<file path="config.mk">
export PLATFORM = sky130hd
export DESIGN_NAME = chip
export DESIGN_NICKNAME = d
export VERILOG_FILES = /design/src/rtl/chip_pkg.sv /design/src/rtl/boot_control.sv /design/src/rtl/chip.sv /design/src/rtl/core.sv /design/src/rtl/inst_memory.sv /design/src/rtl/program_loader.sv /design/src/rtl/uart.sv
export SDC_FILE = /design/constraint.sdc
export NUM_CORES = 1
export LEC_CHECK = 0
export ABC_CLOCK_PERIOD_IN_PS = 2400
export CAP_MARGIN = 40
export CORE_MARGIN = 4
export CORE_UTILIZATION = 39
export DETAILED_ROUTE_END_ITERATION = 10
export DONT_BUFFER_PORTS = 1
export PLACE_DENSITY = 0.55
export SYNTH_ARGS = -nofsm -noshare
export SYNTH_HDL_FRONTEND = slang
export SYNTH_SLANG_ARGS = --single-unit
</file>
<file path="constraint.sdc">
create_clock -name clk -period 2.4 [get_ports clk]
set_input_delay 0.24 -clock clk [delete_from_list [all_inputs] [get_ports clk]]
set_output_delay 0.24 -clock clk [all_outputs]
set_load 0.01 [all_outputs]
</file>
<file path="src/rtl/chip_pkg.sv">
package chip_pkg;

	localparam logic [15:0] clks_per_bit = 16'd8;  // uart bit time in clk cycles
	localparam logic [4:0] boot_reset_cycles = 5'd15;
	localparam int inst_addr_bits = 6;
	localparam logic [7:0] ack_byte = 8'h06;

	// program loader states
	localparam logic [2:0] ld_count = 3'd0;
	localparam logic [2:0] ld_bytes = 3'd1;
	localparam logic [2:0] ld_write = 3'd2;
	localparam logic [2:0] ld_ack = 3'd3;
	localparam logic [2:0] ld_fin = 3'd4;

	typedef enum logic [3:0] {
		op_ldi = 4'h1,
		op_addi = 4'h2,
		op_ldc = 4'h3,
		op_out = 4'h4,
		op_djnz = 4'h5,
		op_halt = 4'hf
	} opcode_e;

	typedef struct packed {
		opcode_e opcode;
		logic [19:0] unused;
		logic [7:0] imm;
	} imm_view_t;

	typedef struct packed {
		opcode_e opcode;
		logic [27-inst_addr_bits:0] unused;
		logic [inst_addr_bits-1:0] target;
	} jump_view_t;

	typedef union packed {
		imm_view_t imm_view;
		jump_view_t jump_view;  // only op_djnz is decoded this way
	} instr_u;

endpackage

</file>
<file path="src/rtl/boot_control.sv">
module boot_control (
	input logic clk,
	input logic rst_n,
	input logic done,
	output logic loader_rst,
	output logic core_rst,
	output logic loaded,
	input logic [7:0] ldr_tx_data,
	input logic ldr_tx_valid,
	input logic [7:0] core_tx_data,
	input logic core_tx_valid,
	output logic [7:0] tx_data,
	output logic tx_valid
);
	import chip_pkg::*;

	logic [4:0] rst_cnt;

	always_ff @(posedge clk) begin
		if (!rst_n) begin
			rst_cnt <= boot_reset_cycles;
			loader_rst <= 1'b1;
			loaded <= 1'b0;
		end else begin
			if (rst_cnt != 5'd0) begin
				rst_cnt <= rst_cnt - 5'd1;
			end
			loader_rst <= rst_cnt != 5'd0;  // high for boot_reset_cycles after rst_n rises
			if (done) begin
				loaded <= 1'b1;
			end
		end
	end

	assign core_rst = !loaded;

	// the loader owns the line until its acknowledge has gone out
	assign tx_data = loaded ? core_tx_data : ldr_tx_data;
	assign tx_valid = loaded ? core_tx_valid : ldr_tx_valid;

endmodule

</file>
<file path="src/rtl/chip.sv">
module chip (
	input logic clk,
	input logic rst_n,
	input logic uart_rx,
	output logic uart_tx,
	output logic loaded,
	output logic halted,
	output logic lost
);
	import chip_pkg::*;

	logic loader_rst;
	logic core_rst;
	logic done;

	logic [7:0] rx_data;
	logic rx_valid;
	logic rx_ready;

	logic [7:0] tx_data;
	logic tx_valid;
	logic tx_ready;
	logic [7:0] ldr_tx_data;
	logic ldr_tx_valid;
	logic [7:0] core_tx_data;
	logic core_tx_valid;

	logic we;
	logic [inst_addr_bits-1:0] waddr;
	logic [31:0] wdata;
	logic [inst_addr_bits-1:0] raddr;
	logic [31:0] rdata;

	uart u_uart (
		.clk(clk),
		.rst_n(rst_n),
		.rx(uart_rx),
		.tx(uart_tx),
		.rx_data(rx_data),
		.rx_valid(rx_valid),
		.rx_ready(rx_ready),
		.tx_data(tx_data),
		.tx_valid(tx_valid),
		.tx_ready(tx_ready),
		.lost(lost)
	);

	program_loader u_loader (
		.clk(clk),
		.rst(loader_rst),
		.rx_data(rx_data),
		.rx_valid(rx_valid),
		.rx_ready(rx_ready),
		.we(we),
		.waddr(waddr),
		.wdata(wdata),
		.tx_data(ldr_tx_data),
		.tx_valid(ldr_tx_valid),
		.tx_ready(tx_ready),
		.done(done)
	);

	inst_memory u_imem (
		.clk(clk),
		.we(we),
		.waddr(waddr),
		.wdata(wdata),
		.raddr(raddr),
		.rdata(rdata)
	);

	core u_core (
		.clk(clk),
		.rst(core_rst),
		.raddr(raddr),
		.rdata(rdata),
		.tx_data(core_tx_data),
		.tx_valid(core_tx_valid),
		.tx_ready(tx_ready),
		.halted(halted)
	);

	boot_control u_boot (
		.clk(clk),
		.rst_n(rst_n),
		.done(done),
		.loader_rst(loader_rst),
		.core_rst(core_rst),
		.loaded(loaded),
		.ldr_tx_data(ldr_tx_data),
		.ldr_tx_valid(ldr_tx_valid),
		.core_tx_data(core_tx_data),
		.core_tx_valid(core_tx_valid),
		.tx_data(tx_data),
		.tx_valid(tx_valid)
	);

endmodule

</file>
<file path="src/rtl/core.sv">
module core (
	input logic clk,
	input logic rst,
	output logic [chip_pkg::inst_addr_bits-1:0] raddr,
	input logic [31:0] rdata,
	output logic [7:0] tx_data,
	output logic tx_valid,
	input logic tx_ready,
	output logic halted
);
	import chip_pkg::*;

	instr_u instr;
	logic execute;
	logic [inst_addr_bits-1:0] pc;
	logic [7:0] acc;
	logic [7:0] loop_cnt;
	logic [7:0] loop_next;

	assign instr = rdata;
	assign raddr = pc;  // the memory registers the word during the fetch cycle
	assign loop_next = loop_cnt - 8'd1;
	assign tx_data = acc;
	assign tx_valid = execute && instr.imm_view.opcode == op_out;

	always_ff @(posedge clk) begin
		if (rst) begin
			pc <= '0;
			execute <= 1'b0;
			acc <= 8'd0;
			loop_cnt <= 8'd0;
			halted <= 1'b0;
		end else if (!halted) begin
			if (!execute) begin
				execute <= 1'b1;
			end else begin
				execute <= 1'b0;
				pc <= pc + 1'b1;
				case (instr.imm_view.opcode)
					op_ldi: acc <= instr.imm_view.imm;
					op_addi: acc <= acc + instr.imm_view.imm;  // wraps at 8 bits
					op_ldc: loop_cnt <= instr.imm_view.imm;
					op_out: if (!tx_ready) begin
						execute <= 1'b1;  // stay in execute until the transmitter takes the byte
						pc <= pc;
					end
					op_djnz: begin
						loop_cnt <= loop_next;
						if (loop_next != 8'd0) begin
							pc <= instr.jump_view.target;
						end
					end
					op_halt: begin
						halted <= 1'b1;
						pc <= pc;  // leave pc on the halt for debug
					end
					default: ;  // unknown codes just advance the pc
				endcase
			end
		end
	end

endmodule

</file>
<file path="src/rtl/inst_memory.sv">
module inst_memory (
	input logic clk,
	input logic we,
	input logic [chip_pkg::inst_addr_bits-1:0] waddr,
	input logic [31:0] wdata,
	input logic [chip_pkg::inst_addr_bits-1:0] raddr,
	output logic [31:0] rdata
);
	import chip_pkg::*;

	logic [31:0] mem [0:(1 << inst_addr_bits) - 1];

	always_ff @(posedge clk) begin
		if (we) begin
			mem[waddr] <= wdata;
		end
	end

	// read data shows up one cycle after the address
	always_ff @(posedge clk) begin
		rdata <= mem[raddr];
	end

endmodule

</file>
<file path="src/rtl/program_loader.sv">
module program_loader (
	input logic clk,
	input logic rst,
	input logic [7:0] rx_data,
	input logic rx_valid,
	output logic rx_ready,
	output logic we,
	output logic [chip_pkg::inst_addr_bits-1:0] waddr,
	output logic [31:0] wdata,
	output logic [7:0] tx_data,
	output logic tx_valid,
	input logic tx_ready,
	output logic done
);
	import chip_pkg::*;

	logic [2:0] state;
	logic [1:0] byte_idx;
	logic [inst_addr_bits-1:0] last_addr;

	assign rx_ready = state == ld_count || state == ld_bytes;
	assign we = state == ld_write;
	assign tx_valid = state == ld_ack;
	assign tx_data = ack_byte;

	always_ff @(posedge clk) begin
		if (rst) begin
			state <= ld_count;
			byte_idx <= 2'd0;
			waddr <= '0;
			last_addr <= '0;
			done <= 1'b0;
		end else begin
			done <= 1'b0;
			case (state)
				ld_count: if (rx_valid) begin
					last_addr <= rx_data[inst_addr_bits-1:0] - 1'b1;  // a count of 64 wraps to 63
					state <= ld_bytes;
				end
				ld_bytes: if (rx_valid) begin
					byte_idx <= byte_idx + 2'd1;
					if (byte_idx == 2'd3) begin
						state <= ld_write;
					end
				end
				ld_write: if (waddr == last_addr) begin
					state <= ld_ack;
				end else begin
					waddr <= waddr + 1'b1;
					state <= ld_bytes;
				end
				ld_ack: if (tx_ready) begin
					done <= 1'b1;
					state <= ld_fin;
				end
				default: ;  // finished, only a reset leaves this state
			endcase
		end
	end

	always_ff @(posedge clk) begin
		if (state == ld_bytes && rx_valid) begin
			wdata <= {rx_data, wdata[31:8]};  // bytes arrive lsb first
		end
	end

endmodule

</file>
<file path="src/rtl/uart.sv">
module uart (
	input logic clk,
	input logic rst_n,
	input logic rx,
	output logic tx,
	output logic [7:0] rx_data,
	output logic rx_valid,
	input logic rx_ready,
	input logic [7:0] tx_data,
	input logic tx_valid,
	output logic tx_ready,
	output logic lost
);
	import chip_pkg::*;

	logic rx_meta;
	logic rx_sync;
	logic rx_busy;
	logic [3:0] rx_bit;
	logic [15:0] rx_timer;
	logic [7:0] rx_shift;
	logic rx_done;
	logic rx_take;

	logic tx_busy;
	logic [3:0] tx_bit;
	logic [15:0] tx_timer;
	logic [8:0] tx_shift;

	// the frame ends at the middle of a good stop bit
	assign rx_done = rx_busy && rx_timer == 16'd0 && rx_bit == 4'd9 && rx_sync;
	assign rx_take = rx_done && (!rx_valid || rx_ready);

	always_ff @(posedge clk) begin
		if (!rst_n) begin
			rx_meta <= 1'b1;
			rx_sync <= 1'b1;
		end else begin
			rx_meta <= rx;
			rx_sync <= rx_meta;
		end
	end

	always_ff @(posedge clk) begin
		if (!rst_n) begin
			rx_busy <= 1'b0;
			rx_bit <= 4'd0;
			rx_timer <= 16'd0;
		end else if (!rx_busy) begin
			if (!rx_sync) begin
				rx_busy <= 1'b1;
				rx_bit <= 4'd0;
				rx_timer <= (clks_per_bit >> 1) - 16'd1;  // half a bit to reach the middle
			end
		end else if (rx_timer != 16'd0) begin
			rx_timer <= rx_timer - 16'd1;
		end else begin
			rx_timer <= clks_per_bit - 16'd1;
			if (rx_bit == 4'd0 && rx_sync) begin
				rx_busy <= 1'b0;  // start bit did not hold, treat as a glitch
			end else if (rx_bit == 4'd9) begin
				rx_busy <= 1'b0;
			end else begin
				rx_bit <= rx_bit + 4'd1;
			end
		end
	end

	always_ff @(posedge clk) begin
		if (rx_busy && rx_timer == 16'd0 && rx_bit != 4'd0 && rx_bit != 4'd9) begin
			rx_shift <= {rx_sync, rx_shift[7:1]};  // lsb arrives first
		end
	end

	always_ff @(posedge clk) begin
		if (rx_take) begin
			rx_data <= rx_shift;
		end
	end

	always_ff @(posedge clk) begin
		if (!rst_n) begin
			rx_valid <= 1'b0;
			lost <= 1'b0;
		end else begin
			if (rx_valid && rx_ready) begin
				rx_valid <= 1'b0;
			end
			if (rx_take) begin
				rx_valid <= 1'b1;
			end else if (rx_done) begin
				lost <= 1'b1;  // held byte not taken yet, so the new one is dropped
			end
		end
	end

	assign tx_ready = !tx_busy;

	always_ff @(posedge clk) begin
		if (!rst_n) begin
			tx <= 1'b1;
			tx_busy <= 1'b0;
			tx_bit <= 4'd0;
			tx_timer <= 16'd0;
		end else if (!tx_busy) begin
			if (tx_valid) begin
				tx <= 1'b0;
				tx_busy <= 1'b1;
				tx_bit <= 4'd0;
				tx_timer <= clks_per_bit - 16'd1;
			end
		end else if (tx_timer != 16'd0) begin
			tx_timer <= tx_timer - 16'd1;
		end else if (tx_bit == 4'd9) begin
			tx_busy <= 1'b0;  // stop bit has been on the line for a full bit
		end else begin
			tx <= tx_shift[0];
			tx_bit <= tx_bit + 4'd1;
			tx_timer <= clks_per_bit - 16'd1;
		end
	end

	always_ff @(posedge clk) begin
		if (!tx_busy && tx_valid) begin
			tx_shift <= {1'b1, tx_data};  // stop bit sits above the data
		end else if (tx_busy && tx_timer == 16'd0) begin
			tx_shift <= {1'b1, tx_shift[8:1]};
		end
	end

endmodule

</file>
==> results.ini <==
[worst_setup_path]
rrSetupSlack_ns=-0.07
startpoint=u_core.raddr[0]$_SDFFE_PN0P_
worst_r2r_endpoint=u_imem.rdata[4]$_DFF_P_
path_max_fanout=6
cp.required_ns=2.94
reg2regPathDepth=8
cp_cell_sequence=buf_12 -> buf_16 -> buf_16 -> buf_4 -> mux4_2 -> mux4_2 -> a22oi_2 -> nand2_1
timing.critical_path.arrival_ns=3.02
critical_path_max_stage_delay_ns=0.53
crit_path_end_kind=flip-flop
setup.worst_path.start_class=flip-flop
critPathKind=flip-flop to flip-flop
critical_path.slowest_cell=mux4_2
regToRegStartpoint=u_core.raddr[0]$_SDFFE_PN0P_
cpLargestDelayFamily=multiplexers
critPathBufInv=4

[min_path]
end_point_of_the_most_critical_hold_path=u_uart.tx_timer[12]$_SDFFE_PN0P_
min_path_type=input port to flip-flop
holdPathStages=2
worstHoldStart=rst_n

[route]
first_pass_iters=7
count_of_nets_left_with_antenna_violations_after_detail_routing=0
wire_per_inst_um=24.9
drc=0
detail_route.iter0.violations=1782
routed_via_density=5.38
routed_wirelength_mm=87.1
via_count=18800

[yosys]
yosysSeqAreaShare_pct=73.6
synth_top_cells_by_count=edfxtp_1 (824), mux4_2 (240), nor2_1 (154)
synth_largest_type_area_fraction_pct=67.7
synth_warnings=0
netlist_area_um2=36600
post_synthesis_register_bit_count=932
yosysUniqueCellTypes=66
synth.most_common_cell=edfxtp_1
syn_nets=1952
synthFlopType=edfxtp_1
postSynthCellCount=1924
netlist_top_cells_area=edfxtp_1 (68%), mux4_2 (15%), dfxtp_1 (5.9%), nor2_1 (1.6%), ha_1 (0.82%)
avg_cell_area_syn_um2=19.0
number_of_flops_mapped_to_enable_cells_by_yosys=824
asyncSetResetFlopFracSynth_pct=0
yosys.area.top_type=edfxtp_1

[die]
core_region_area_um2=93200
fp.dieArea_um2=98700
initial_utilization_pct=39.2
num_io_pins=7
chipWidth_um=314
core.rowCount=112
chipHeight_um=314

[sta]
timing_worst_slew_pin_value_ns=0.817
slew_viol_final=0
finalWorstPathRequiredPeriod_ns=2.47
final_hold_viol_count=0
skew_ns=0.0273
setup_repair_after_global_routing_missed_its_margin=yes
setup_slack_ns=-0.0745
final.period_utilization_pct=103
setup_violations=11
slew_headroom_pct=45.5
fmax_mhz=404
whs_ns=0.0673

[power_and_ir_drop]
vdd_ir_drop_max_v=0.000405
cellPowerDensity_nw_per_um2=740
p_leak_nw=14.0

[placed_design]
dp_hpwl_mm=52.3
port_buffers=0
globalplace.congestion=0.799
placed_cell_area_um2=39700
detailedPlace.worstSlack_ns=-0.309

[cts]
cts.root.buffer_cell=clkbuf_16
clkLatencyLatePin_ns=0.65
level_count_of_the_clock_h_tree=3
tritoncts_clock_tree=yes
cts.sink_count=932
buffer_depth_of_the_longest_clock_path=3
path_clk_slew_ns=0.06
cts_made_buffers=96

[layout]
post_route_cells_drive_above_1_share_pct=29.7
post-route-util_pct=46.8
fin_nets=2193
final.fill_count=7766
n_antenna_cell=0
syn_to_final_growth_pct=19.1
postLayoutCellArea_um2=43600

[grt]
number_of_global_route_vias_before_repair=19400
grt-ovfl-total=0
grt_first_pass_wirelength_mm=130
antenna_violations_before_repair=3
grt_start_max_net_pins=66
gr-usage-all-layers_pct=17.7

[job]
max-cap-violations=0

[outcome]
failing_checks=setup timing
result_of_the_run=finished, violations left

-- cell usage in the layout (no fill, tap or decap), types with 5 or more instances in the layout --
master	Yosys	final
and2_1	11	11
o21ai_0	43	43
nor2_1	154	154
o22ai_1	5	5
nor3_1	18	16
or3_1	12	12
a22oi_1	28	12
a21oi_1	34	34
clkbuf_1	64	21
xnor2_1	17	17
a22oi_2	0	16
buf_4	0	170
a211oi_1	13	13
bufinv_16	0	6
clkinv_2	0	22
ha_1	24	24
xor2_1	24	24
nand4b_1	9	9
clkinv_1	1	13
inv_1	33	32
nand3_1	31	31
nor4_1	7	6
nand2_1	69	66
nor3b_1	10	10
buf_6	0	12
dfxtp_1	108	105
edfxtp_1	824	824
mux4_2	240	240
nand4_1	7	7
buf_16	0	11
nor2b_1	16	16
buf_12	0	35
clkbuf_16	0	101
nand2b_1	7	7
mux2i_1	11	11
o21a_1	8	8
o211a_1	5	5
a31oi_1	5	5
-- cell type report --
type	count	area (um^2)	area share (%)
inverter	34	129	0.296
tap	1254	1570	3.60
sequential	932	26900	61.8
clock inverter	54	485	1.11
multi-input combinational	863	9270	21.3
clock buffer	124	2610	5.99
timing repair buffer	238	2590	5.94
-- where the power goes --
group          switching [mW]  total (mW)  internal (mW)
clock                    6.16        14.5           8.35
combinational           0.183       0.311          0.128
sequential             0.0328        17.4           17.4
total                    6.37        32.3           25.9
-- state kept, by name, indices dropped and copies added (netlist names), 4 cells and up --
register	cells
u_imem.mem	768
u_loader.wdata	32
u_uart.rx_timer	16
u_uart.tx_timer	16
u_imem.rdata	12
u_core.loop_cnt	8
u_core.tx_data	8
u_uart.rx_data	8
u_uart.rx_shift	8
u_uart.tx_shift	8
u_core.raddr	6
u_loader.last_addr	6
u_loader.waddr	6
u_boot.rst_cnt	5
u_uart.rx_bit	4
u_uart.tx_bit	4
-- worst max-delay path by stage --
stage / to / slack (ns) / depth (start not counted)
after global placement: u_imem.rdata[29]$_DFF_P_ / -0.32 / 6
after global routing: u_imem.rdata[29]$_DFF_P_ / -0.17 / 7
final: u_imem.rdata[4]$_DFF_P_ / -0.07 / 8
after detailed placement: u_imem.rdata[29]$_DFF_P_ / -0.31 / 6
after floorplan: u_imem.rdata[0]$_DFF_P_ / 0.008 / 6
after CTS: u_imem.rdata[29]$_DFF_P_ / -0.07 / 7
-- repair_timing --
action                                  CTS  global route
setup buffers                            14            23
gates resized for setup                  28            26
pin swaps                                 8            13
hold buffers                              2             0
endpoints found under the setup margin   11            24
cloned                                    7             3
endpoints found under the hold margin    31             0
-- layer usage --
metal  GRT usage, %  wire [um]  vias up
met1           24.9      38200     9983
met2           29.1      42700      476
met3           2.78       4460      107
met5              0          0        -
li1               -          -     8246
met4           4.63       1610        0
-- cells by family after synthesis --
family	count (synthesis)	synth area share, %
adder cells (fa/ha/maj)	25	0.876
flip-flops	932	73.6
AND/OR/NAND/NOR	380	5.09
multiplexers	252	15.1
buffers and inverters	129	1.41
XOR/XNOR	41	0.982
AO/OA/AOI/OAI	165	2.97
-- per-stage QoR --
step / instances / total power, mW / TNS [ns]
after CTS: 3475 / 32.6 / -0.244
after global routing: 3499 / 33.4 / -1.03
final: 3499 / 32.3 / -0.319
after detailed placement: 3275 / 18.1 / -1.15
after floorplan: 1924 / 18.0 / 0
after global placement: 3275 / 18.1 / -1.12
Note: power is estimated with default switching activity, not from simulation.
